<file path="config.mk">
export PLATFORM = sky130hd
export DESIGN_NAME = cache_top
export DESIGN_NICKNAME = d
export VERILOG_FILES = /design/src/cache_pkg.sv /design/src/cache_driver.sv /design/src/cache_store.sv /design/src/cache_top.sv /design/src/line_biu.sv
export VERILOG_INCLUDE_DIRS = /design/src
export SDC_FILE = /design/constraint.sdc
export NUM_CORES = 2
export LEC_CHECK = 0
export BUFFER_PORTS_ARGS = -buffer_cell sky130_fd_sc_hd__buf_4
export CELL_PAD_IN_SITES_DETAIL_PLACEMENT = 0
export CELL_PAD_IN_SITES_GLOBAL_PLACEMENT = 1
export CORE_UTILIZATION = 40
export CTS_CLUSTER_DIAMETER = 80
export DETAILED_ROUTE_END_ITERATION = 10
export PLACE_DENSITY_LB_ADDON = 0.1
export SYNTH_ARGS = -nofsm -noshare
export SYNTH_HDL_FRONTEND = slang
export SYNTH_HIERARCHICAL = 1
export SYNTH_SLANG_ARGS = --single-unit
export TNS_END_PERCENT = 20
</file>
<file path="constraint.sdc">
create_clock -name clk -period 10.7 [get_ports clk]
set_input_delay 2.14 -clock clk [delete_from_list [all_inputs] [get_ports clk]]
set_output_delay 2.14 -clock clk [all_outputs]
set_load 0.01 [all_outputs]
</file>
<file path="src/cache_consts.svh">
`ifndef CACHE_CONSTS_SVH
`define CACHE_CONSTS_SVH

// processor word width in bits.
`define DATA_WIDTH 32

// byte address width of the processor and memory ports.
`define ADDR_WIDTH 16

// total data capacity in bytes.
`define CACHE_SIZE 256

// line size in bytes.
`define CACHE_LINE_SIZE 16

// cycles from a memory request to its ack in the memory model.
`define MEM_LATENCY 3

`endif

</file>
<file path="src/cache_pkg.sv">
`default_nettype none

`include "cache_consts.svh"

package cache_pkg;

    localparam int OFFSET_W = $clog2(`CACHE_LINE_SIZE);
    localparam int INDEX_W  = $clog2(`CACHE_SIZE / `CACHE_LINE_SIZE);
    localparam int TAG_W    = `ADDR_WIDTH - INDEX_W - OFFSET_W;

    // one address word, seen flat by the bus side and split by the lookup side.
    typedef union packed {
        logic [`ADDR_WIDTH-1:0] flat;
        struct packed {
            logic [TAG_W-1:0]    tag;
            logic [INDEX_W-1:0]  index;
            logic [OFFSET_W-1:0] offset;
        } f;
    } cache_addr_u;

    typedef enum logic [1:0] {
        DRV_IDLE   = 2'b00,
        DRV_FILL   = 2'b01,
        DRV_REPLAY = 2'b10,
        DRV_VICTIM = 2'b11
    } drv_state_t;

endpackage

`default_nettype wire

</file>
<file path="src/cache_driver.sv">
`timescale 1ns/1ps
`default_nettype none

`include "cache_consts.svh"

module cache_driver #(
    localparam int DW       = `DATA_WIDTH,
    localparam int AW       = `ADDR_WIDTH,
    localparam int OFFSET_W = $clog2(`CACHE_LINE_SIZE),
    localparam int INDEX_W  = $clog2(`CACHE_SIZE / `CACHE_LINE_SIZE),
    localparam int TAG_W    = AW - INDEX_W - OFFSET_W,
    localparam int LINE_W   = `CACHE_LINE_SIZE * 8
) (
    input  logic                   clk,
    input  logic                   n_rst,

    input  logic                   i_re,
    input  logic                   i_we,
    input  logic [AW-1:0]          i_addr,
    input  logic [DW-1:0]          i_wdata,

    input  logic                   i_store_hit,
    input  logic                   i_victim_valid,
    input  logic                   i_victim_dirty,
    input  logic [TAG_W-1:0]       i_victim_tag,
    input  logic [LINE_W-1:0]      i_victim_line,
    input  logic                   i_line_done,

    output cache_pkg::cache_addr_u o_store_addr,
    output logic [DW-1:0]          o_store_wdata,
    output logic                   o_store_rd,
    output logic                   o_store_wr,
    output logic                   o_store_fill,

    output logic                   o_line_req,
    output logic                   o_line_we,
    output cache_pkg::cache_addr_u o_line_addr,
    output logic [LINE_W-1:0]      o_line_wdata,

    output logic                   o_hit,
    output logic                   o_done,
    output logic                   o_busy
);

    cache_pkg::drv_state_t  state;
    cache_pkg::drv_state_t  state_nxt;

    cache_pkg::cache_addr_u addr_q;
    cache_pkg::cache_addr_u fill_addr;
    cache_pkg::cache_addr_u victim_addr;
    logic [DW-1:0]          wdata_q;
    logic [TAG_W-1:0]       vtag_q;
    logic [LINE_W-1:0]      vline_q;

    logic re_q;
    logic we_q;
    logic hit_q;
    logic done_q;
    logic line_req_q;
    logic vict_q;
    logic idle;
    logic strobe;
    logic replay;

    assign idle   = (state == cache_pkg::DRV_IDLE);
    assign replay = (state == cache_pkg::DRV_REPLAY);
    assign strobe = i_re || i_we;

    // the store sees the live request while idle so hits finish in one cycle.
    always_comb begin
        if (idle) begin
            o_store_addr.flat = i_addr;
            o_store_wdata     = i_wdata;
        end else begin
            o_store_addr  = addr_q;
            o_store_wdata = wdata_q;
        end
    end

    assign o_store_rd   = (idle && i_re && i_store_hit) || (replay && re_q);
    assign o_store_wr   = (idle && i_we && i_store_hit) || (replay && we_q);
    assign o_store_fill = (state == cache_pkg::DRV_FILL) && i_line_done;

    always_comb begin
        fill_addr            = addr_q;
        fill_addr.f.offset   = '0;
        victim_addr.f.tag    = vtag_q;
        victim_addr.f.index  = addr_q.f.index;
        victim_addr.f.offset = '0;
    end

    assign o_line_req   = line_req_q;
    assign o_line_we    = (state == cache_pkg::DRV_VICTIM);
    assign o_line_addr  = o_line_we ? victim_addr : fill_addr;
    assign o_line_wdata = vline_q;

    assign o_hit  = hit_q;
    assign o_done = done_q;
    assign o_busy = !idle;

    always_comb begin
        state_nxt = state;
        unique case (state)
            cache_pkg::DRV_IDLE: begin
                if (strobe && !i_store_hit) begin
                    state_nxt = cache_pkg::DRV_FILL;
                end
            end
            cache_pkg::DRV_FILL: begin
                if (i_line_done) begin
                    state_nxt = cache_pkg::DRV_REPLAY;
                end
            end
            cache_pkg::DRV_REPLAY: begin
                state_nxt = vict_q ? cache_pkg::DRV_VICTIM : cache_pkg::DRV_IDLE;
            end
            cache_pkg::DRV_VICTIM: begin
                if (i_line_done) begin
                    state_nxt = cache_pkg::DRV_IDLE;
                end
            end
        endcase
    end

    always_ff @(posedge clk or negedge n_rst) begin
        if (!n_rst) begin
            state      <= cache_pkg::DRV_IDLE;
            re_q       <= 1'b0;
            we_q       <= 1'b0;
            hit_q      <= 1'b0;
            done_q     <= 1'b0;
            line_req_q <= 1'b0;
            vict_q     <= 1'b0;
        end else begin
            state <= state_nxt;
            // done lands in the first idle cycle after the access.
            done_q <= (idle && strobe && i_store_hit) || (replay && !vict_q)
                   || (o_line_we && i_line_done);
            line_req_q <= (idle && strobe && !i_store_hit) || (replay && vict_q);
            if (idle && strobe) begin
                re_q  <= i_re;
                we_q  <= i_we;
                hit_q <= i_store_hit;
            end
            if (o_store_fill) begin
                vict_q <= i_victim_valid && i_victim_dirty;
            end
        end
    end

    always_ff @(posedge clk) begin
        if (idle && strobe) begin
            addr_q.flat <= i_addr;
            wdata_q     <= i_wdata;
        end
        if (o_store_fill) begin
            vtag_q  <= i_victim_tag;
            vline_q <= i_victim_line;
        end
    end

    a_no_strobe_busy: assert property (@(posedge clk) disable iff (!n_rst)
        o_busy |-> !(i_re || i_we));

    // line done only answers the transfer in flight.
    a_line_done_owned: assert property (@(posedge clk) disable iff (!n_rst)
        i_line_done |-> (state == cache_pkg::DRV_FILL || state == cache_pkg::DRV_VICTIM)
                        && !o_line_req);

endmodule

`default_nettype wire

</file>
<file path="src/cache_store.sv">
`timescale 1ns/1ps
`default_nettype none

`include "cache_consts.svh"

module cache_store #(
    localparam int DW       = `DATA_WIDTH,
    localparam int AW       = `ADDR_WIDTH,
    localparam int LINES    = `CACHE_SIZE / `CACHE_LINE_SIZE,
    localparam int OFFSET_W = $clog2(`CACHE_LINE_SIZE),
    localparam int INDEX_W  = $clog2(LINES),
    localparam int TAG_W    = AW - INDEX_W - OFFSET_W,
    localparam int WORDS    = `CACHE_LINE_SIZE / (DW / 8),
    localparam int WORD_W   = $clog2(WORDS),
    localparam int BYTE_W   = OFFSET_W - WORD_W,
    localparam int LINE_W   = `CACHE_LINE_SIZE * 8
) (
    input  logic                   clk,
    input  logic                   n_rst,

    input  logic                   i_rd_en,
    input  logic                   i_wr_en,
    input  logic                   i_fill_en,
    input  cache_pkg::cache_addr_u i_addr,
    input  logic [DW-1:0]          i_wdata,
    input  logic [LINE_W-1:0]      i_fill_line,

    output logic                   o_hit,
    output logic                   o_victim_valid,
    output logic                   o_victim_dirty,
    output logic [TAG_W-1:0]       o_victim_tag,
    output logic [LINE_W-1:0]      o_victim_line,
    output logic [DW-1:0]          o_rdata
);

    logic [TAG_W-1:0]   tag_mem  [LINES];
    logic [LINE_W-1:0]  data_mem [LINES];
    logic [LINES-1:0]   valid;
    logic [LINES-1:0]   dirty;

    logic [INDEX_W-1:0] idx;
    logic [WORD_W-1:0]  word;

    assign idx  = i_addr.f.index;
    assign word = i_addr.f.offset[OFFSET_W-1:BYTE_W];

    assign o_hit = valid[idx] && (tag_mem[idx] == i_addr.f.tag);

    // indexed line as it stands before any fill on this edge.
    assign o_victim_valid = valid[idx];
    assign o_victim_dirty = dirty[idx];
    assign o_victim_tag   = tag_mem[idx];
    assign o_victim_line  = data_mem[idx];

    always_ff @(posedge clk or negedge n_rst) begin
        if (!n_rst) begin
            valid <= '0;
            dirty <= '0;
        end else if (i_fill_en) begin
            valid[idx] <= 1'b1;
            dirty[idx] <= 1'b0;
        end else if (i_wr_en) begin
            dirty[idx] <= 1'b1;
        end
    end

    always_ff @(posedge clk) begin
        if (i_fill_en) begin
            tag_mem[idx]  <= i_addr.f.tag;
            data_mem[idx] <= i_fill_line;
        end else if (i_wr_en) begin
            data_mem[idx][word*DW +: DW] <= i_wdata;
        end
    end

    // registered read port.
    always_ff @(posedge clk) begin
        if (i_rd_en) begin
            o_rdata <= data_mem[idx][word*DW +: DW];
        end
    end

    // fill and replayed write come from different driver states.
    a_fill_write_excl: assert property (@(posedge clk) disable iff (!n_rst)
        !(i_fill_en && i_wr_en));

endmodule

`default_nettype wire

</file>
<file path="src/cache_top.sv">
`timescale 1ns/1ps
`default_nettype none

`include "cache_consts.svh"

module cache_top #(
    localparam int DW       = `DATA_WIDTH,
    localparam int AW       = `ADDR_WIDTH,
    localparam int OFFSET_W = $clog2(`CACHE_LINE_SIZE),
    localparam int INDEX_W  = $clog2(`CACHE_SIZE / `CACHE_LINE_SIZE),
    localparam int TAG_W    = AW - INDEX_W - OFFSET_W,
    localparam int LINE_W   = `CACHE_LINE_SIZE * 8
) (
    input  logic          clk,
    input  logic          n_rst,

    input  logic          i_re,
    input  logic          i_we,
    input  logic [AW-1:0] i_addr,
    input  logic [DW-1:0] i_wdata,
    output logic [DW-1:0] o_rdata,
    output logic          o_hit,
    output logic          o_done,
    output logic          o_busy,

    output logic          o_mem_req,
    output logic          o_mem_we,
    output logic [AW-1:0] o_mem_addr,
    output logic [DW-1:0] o_mem_wdata,
    input  logic          i_mem_ack,
    input  logic [DW-1:0] i_mem_rdata
);

    cache_pkg::cache_addr_u store_addr;
    cache_pkg::cache_addr_u line_addr;
    logic [DW-1:0]          store_wdata;
    logic                   store_rd;
    logic                   store_wr;
    logic                   store_fill;
    logic                   store_hit;
    logic                   victim_valid;
    logic                   victim_dirty;
    logic [TAG_W-1:0]       victim_tag;
    logic [LINE_W-1:0]      victim_line;
    logic                   line_req;
    logic                   line_we;
    logic [LINE_W-1:0]      line_wdata;
    logic [LINE_W-1:0]      line_rdata;
    logic                   line_done;

    cache_driver i_cache_driver (
        .clk            (clk),
        .n_rst          (n_rst),
        .i_re           (i_re),
        .i_we           (i_we),
        .i_addr         (i_addr),
        .i_wdata        (i_wdata),
        .i_store_hit    (store_hit),
        .i_victim_valid (victim_valid),
        .i_victim_dirty (victim_dirty),
        .i_victim_tag   (victim_tag),
        .i_victim_line  (victim_line),
        .i_line_done    (line_done),
        .o_store_addr   (store_addr),
        .o_store_wdata  (store_wdata),
        .o_store_rd     (store_rd),
        .o_store_wr     (store_wr),
        .o_store_fill   (store_fill),
        .o_line_req     (line_req),
        .o_line_we      (line_we),
        .o_line_addr    (line_addr),
        .o_line_wdata   (line_wdata),
        .o_hit          (o_hit),
        .o_done         (o_done),
        .o_busy         (o_busy)
    );

    cache_store i_cache_store (
        .clk            (clk),
        .n_rst          (n_rst),
        .i_rd_en        (store_rd),
        .i_wr_en        (store_wr),
        .i_fill_en      (store_fill),
        .i_addr         (store_addr),
        .i_wdata        (store_wdata),
        .i_fill_line    (line_rdata),
        .o_hit          (store_hit),
        .o_victim_valid (victim_valid),
        .o_victim_dirty (victim_dirty),
        .o_victim_tag   (victim_tag),
        .o_victim_line  (victim_line),
        .o_rdata        (o_rdata)
    );

    line_biu i_line_biu (
        .clk          (clk),
        .n_rst        (n_rst),
        .i_line_req   (line_req),
        .i_line_we    (line_we),
        .i_line_addr  (line_addr),
        .i_line_wdata (line_wdata),
        .o_line_rdata (line_rdata),
        .o_line_done  (line_done),
        .o_mem_req    (o_mem_req),
        .o_mem_we     (o_mem_we),
        .o_mem_addr   (o_mem_addr),
        .o_mem_wdata  (o_mem_wdata),
        .i_mem_ack    (i_mem_ack),
        .i_mem_rdata  (i_mem_rdata)
    );

endmodule

`default_nettype wire

</file>
<file path="src/line_biu.sv">
`timescale 1ns/1ps
`default_nettype none

`include "cache_consts.svh"

module line_biu #(
    localparam int DW       = `DATA_WIDTH,
    localparam int AW       = `ADDR_WIDTH,
    localparam int OFFSET_W = $clog2(`CACHE_LINE_SIZE),
    localparam int WORDS    = `CACHE_LINE_SIZE / (DW / 8),
    localparam int WORD_W   = $clog2(WORDS),
    localparam int BYTE_W   = OFFSET_W - WORD_W,
    localparam int LINE_W   = `CACHE_LINE_SIZE * 8
) (
    input  logic                   clk,
    input  logic                   n_rst,

    input  logic                   i_line_req,
    input  logic                   i_line_we,
    input  cache_pkg::cache_addr_u i_line_addr,
    input  logic [LINE_W-1:0]      i_line_wdata,
    output logic [LINE_W-1:0]      o_line_rdata,
    output logic                   o_line_done,

    output logic                   o_mem_req,
    output logic                   o_mem_we,
    output logic [AW-1:0]          o_mem_addr,
    output logic [DW-1:0]          o_mem_wdata,
    input  logic                   i_mem_ack,
    input  logic [DW-1:0]          i_mem_rdata
);

    cache_pkg::cache_addr_u base_q;
    cache_pkg::cache_addr_u beat_addr;
    logic [LINE_W-1:0]      wline_q;
    logic [LINE_W-1:0]      line_q;
    logic [WORD_W-1:0]      beat;
    logic                   we_q;
    logic                   last_beat;
    logic                   beat_ack;

    assign last_beat = (beat == WORD_W'(WORDS - 1));
    assign beat_ack  = o_mem_req && i_mem_ack;

    always_comb begin
        beat_addr          = base_q;
        beat_addr.f.offset = {beat, {BYTE_W{1'b0}}};
    end

    assign o_mem_addr   = beat_addr.flat;
    assign o_mem_we     = we_q;
    assign o_mem_wdata  = wline_q[beat*DW +: DW];
    assign o_line_rdata = line_q;

    always_ff @(posedge clk or negedge n_rst) begin
        if (!n_rst) begin
            o_mem_req   <= 1'b0;
            o_line_done <= 1'b0;
            beat        <= '0;
            we_q        <= 1'b0;
        end else begin
            o_line_done <= beat_ack && last_beat;
            if (i_line_req) begin
                o_mem_req <= 1'b1;
                beat      <= '0;
                we_q      <= i_line_we;
            end else if (beat_ack) begin
                // req stays up and the next beat's address follows the ack.
                if (last_beat) begin
                    o_mem_req <= 1'b0;
                end
                beat <= beat + 1'b1;
            end
        end
    end

    always_ff @(posedge clk) begin
        if (i_line_req) begin
            base_q  <= i_line_addr;
            wline_q <= i_line_wdata;
        end
        if (beat_ack && !we_q) begin
            line_q[beat*DW +: DW] <= i_mem_rdata;
        end
    end

    a_ack_needs_req: assert property (@(posedge clk) disable iff (!n_rst)
        i_mem_ack |-> o_mem_req);

endmodule

`default_nettype wire

</file>
==> flow_summary.json <==
{
  "clk_pin_slew_ns": 0.06,
  "rows": 186,
  "fp.coreArea_sq_um": 257000,
  "maxCapViolCount": 0,
  "end_kind": "register",
  "insertion_delay_ns": 0.95,
  "cts-hold-fix-buffers": 0,
  "syn_area_sq_um": 103000,
  "drt_iter0_markers": 4824,
  "setup_viol": 0,
  "fin_crit_sh_pct": 75.7,
  "ios": 170,
  "overflow": 0,
  "setup_tns_ns": 0,
  "syn_area_per_cell_sq_um": 24.0,
  "ys.warnings.count": 6,
  "hold_viol_final": 0,
  "hpwl_um": 178000,
  "finalClockSkew_ns": 0.0815,
  "htree_levels": 5,
  "synthCells": 4307,
  "antenna_found_initial": 20,
  "routedWlPerCell_um": 35.5,
  "hp-class": "reg2reg",
  "final_core_util_pct": 46.2,
  "fmax_mhz": 124,
  "startpoint_type": "register",
  "root_buffer": "clkbuf_16",
  "power_mw": 26.4,
  "vias_per_cell": 5.78,
  "portBuffers": 165,
  "worst_pin_slew_ns": 1.12,
  "worst-r2r-cell-count": 17,
  "first_pass_iters": 5,
  "nets": 4757,
  "die_w_um": 510,
  "gp_congestion": 0.791,
  "maxSlewHeadroom_pct": 25.0,
  "cp_max_fo": 60,
  "rsz0062_at_grt": "no",
  "n_fill_cell": 21200,
  "ir_worst_vdd_v": 0.000180,
  "cp_data_required_time_ns": 11.27,
  "grt_pass1_wl_um": 405000,
  "worst-r2r-setup-slack_ns": 2.60,
  "instances_no_fill": 8265,
  "powerDensity_nw_per_um2": 223,
  "route.detailed.drc": 0,
  "p_leak_nw": 37.5,
  "drive_above_1_share_pct": 32.5,
  "reg2reg_from": "i_cache_driver/state[1]",
  "die_h_um": 510,
  "cts_tree": "built",
  "critPathArrivalTime_ns": 8.67,
  "status": "complete, no violations",
  "fin_crit_ns": 8.10,
  "startpoint": "i_cache_driver/state[1]",
  "grt_use_total_pct": 22.7,
  "crit_type": "reg2reg",
  "fin_hold_ws_ns": 0.379,
  "grt_max_degree": 124,
  "cts_resized": 0,
  "detail-route-antenna-nets": 0,
  "cts_setup_buffers": 0,
  "grt_pass1_vias": 48800,
  "start_util_pct": 40.2,
  "critPathCapture": "i_cache_store/data_mem[7][3]",
  "num_vias": 47700,
  "numCtsBuffers": 305,
  "die_area_sq_um": 260000,
  "areaGrowthSynthToFinish_pct": 14.7,
  "finalMaxSlewViolations": 0,
  "clock_sinks": 2703,
  "wl_um": 294000,
  "r2r_end": "i_cache_store/data_mem[7][3]",
  "cts_buffer_depth": 4,
  "dp.cells": 7738
}
how the worst min path moves through the flow:
stage / start / to / slack [ns] / cells after the start
floorplan: i_cache_driver/o_line_wdata[0] / i_line_biu/wline_q[0] / 0.40 / 0
global placement: i_cache_driver/o_line_wdata[24] / i_line_biu/wline_q[24] / 0.40 / 0
detailed placement: i_cache_driver/o_line_wdata[110] / i_line_biu/wline_q[110] / 0.40 / 0
CTS: i_cache_driver/o_line_wdata[24] / i_line_biu/wline_q[24] / 0.36 / 0
global route: i_cache_driver/o_line_wdata[24] / i_line_biu/wline_q[24] / 0.38 / 0
finish: i_cache_driver/o_line_wdata[56] / i_line_biu/wline_q[56] / 0.38 / 0
final cells by class:
class                           count  area, sq um  area share, %
Antenna cell                        8         20.0         0.0169
Clock buffer                      385         8130           6.86
Clock inverter                    134         1080          0.911
Inverter                            8         30.0         0.0253
Multi-Input combinational cell   1350        21800           18.4
Sequential cell                  2703        81000           68.3
Tap cell                         3384         4230           3.57
Timing Repair Buffer              293         2250           1.90
registers in the layout, summed over array words and instances, names as in the netlist, 2 cells and up, named ones only:
signal                       cells
i_line_biu/base_q               12
i_cache_store/o_rdata           32
i_line_biu/beat                  2
i_cache_store/valid             16
i_cache_driver/state             2
i_line_biu/o_line_rdata        128
i_cache_driver/o_line_wdata    128
i_cache_store/data_mem        2048
i_cache_driver/wdata_q          32
i_line_biu/wline_q             128
i_cache_driver/addr_q           14
i_cache_store/tag_mem          128
i_cache_driver/vtag_q            8
power by group:
part           internal [mW]  total, mW  switching [mW]
Clock                   5.75       9.82            4.06
Combinational           1.61       4.26            2.65
Sequential              12.2       12.4           0.137
Total                   19.6       26.4            6.85
per-stage QoR:
stage | setup WS, ns | cell area [sq um]
2_1_floorplan | 1.70 | 103000
3_3_place_gp | 1.98 | 109000
3_5_place_dp | 1.98 | 109000
4_1_cts | 2.49 | 118000
5_1_grt | 2.10 | 119000
6_report | 2.60 | 119000
cell usage in the layout, fill, tap and decap left out, types with 42 or more instances in the layout:
cell	count
a22o_1	131
and2_1	61
and3_1	77
buf_4	289
clkbuf_1	68
clkbuf_16	312
clkinv_1	66
dfrtp_1	42
edfxtp_1	2658
mux4_2	738
nor2_4	66
routing by layer:
| layer | vias up | share of wire [%] | GRT usage (%) |
|---|---|---|---|
| li1 | 19200 | - | - |
| met5 | - | 0.0044 | 0 |
| met1 | 26700 | 43 | 31.6 |
| met4 | 2 | 2.4 | 5.96 |
| met2 | 1446 | 49 | 37.3 |
| met3 | 361 | 5.7 | 3.69 |
worst max-delay path, stage by stage (launching register included):
cell and delay, ns:
dfrtp_1 0.59, nor2_8 0.70, buf_4 0.36, mux2_8 0.69
mux4_2 0.58, mux2i_1 0.37, xnor2_1 0.12, or3_1 0.33
a2111oi_2 0.73, nand3b_1 0.18, a21oi_2 0.19, buf_4 0.35
nor2b_1 0.31, nand2_1 0.09, buf_4 0.30, nor4b_2 0.30
buf_4 0.48, a22o_1 0.91
Note: power is estimated with default switching activity, not from simulation.
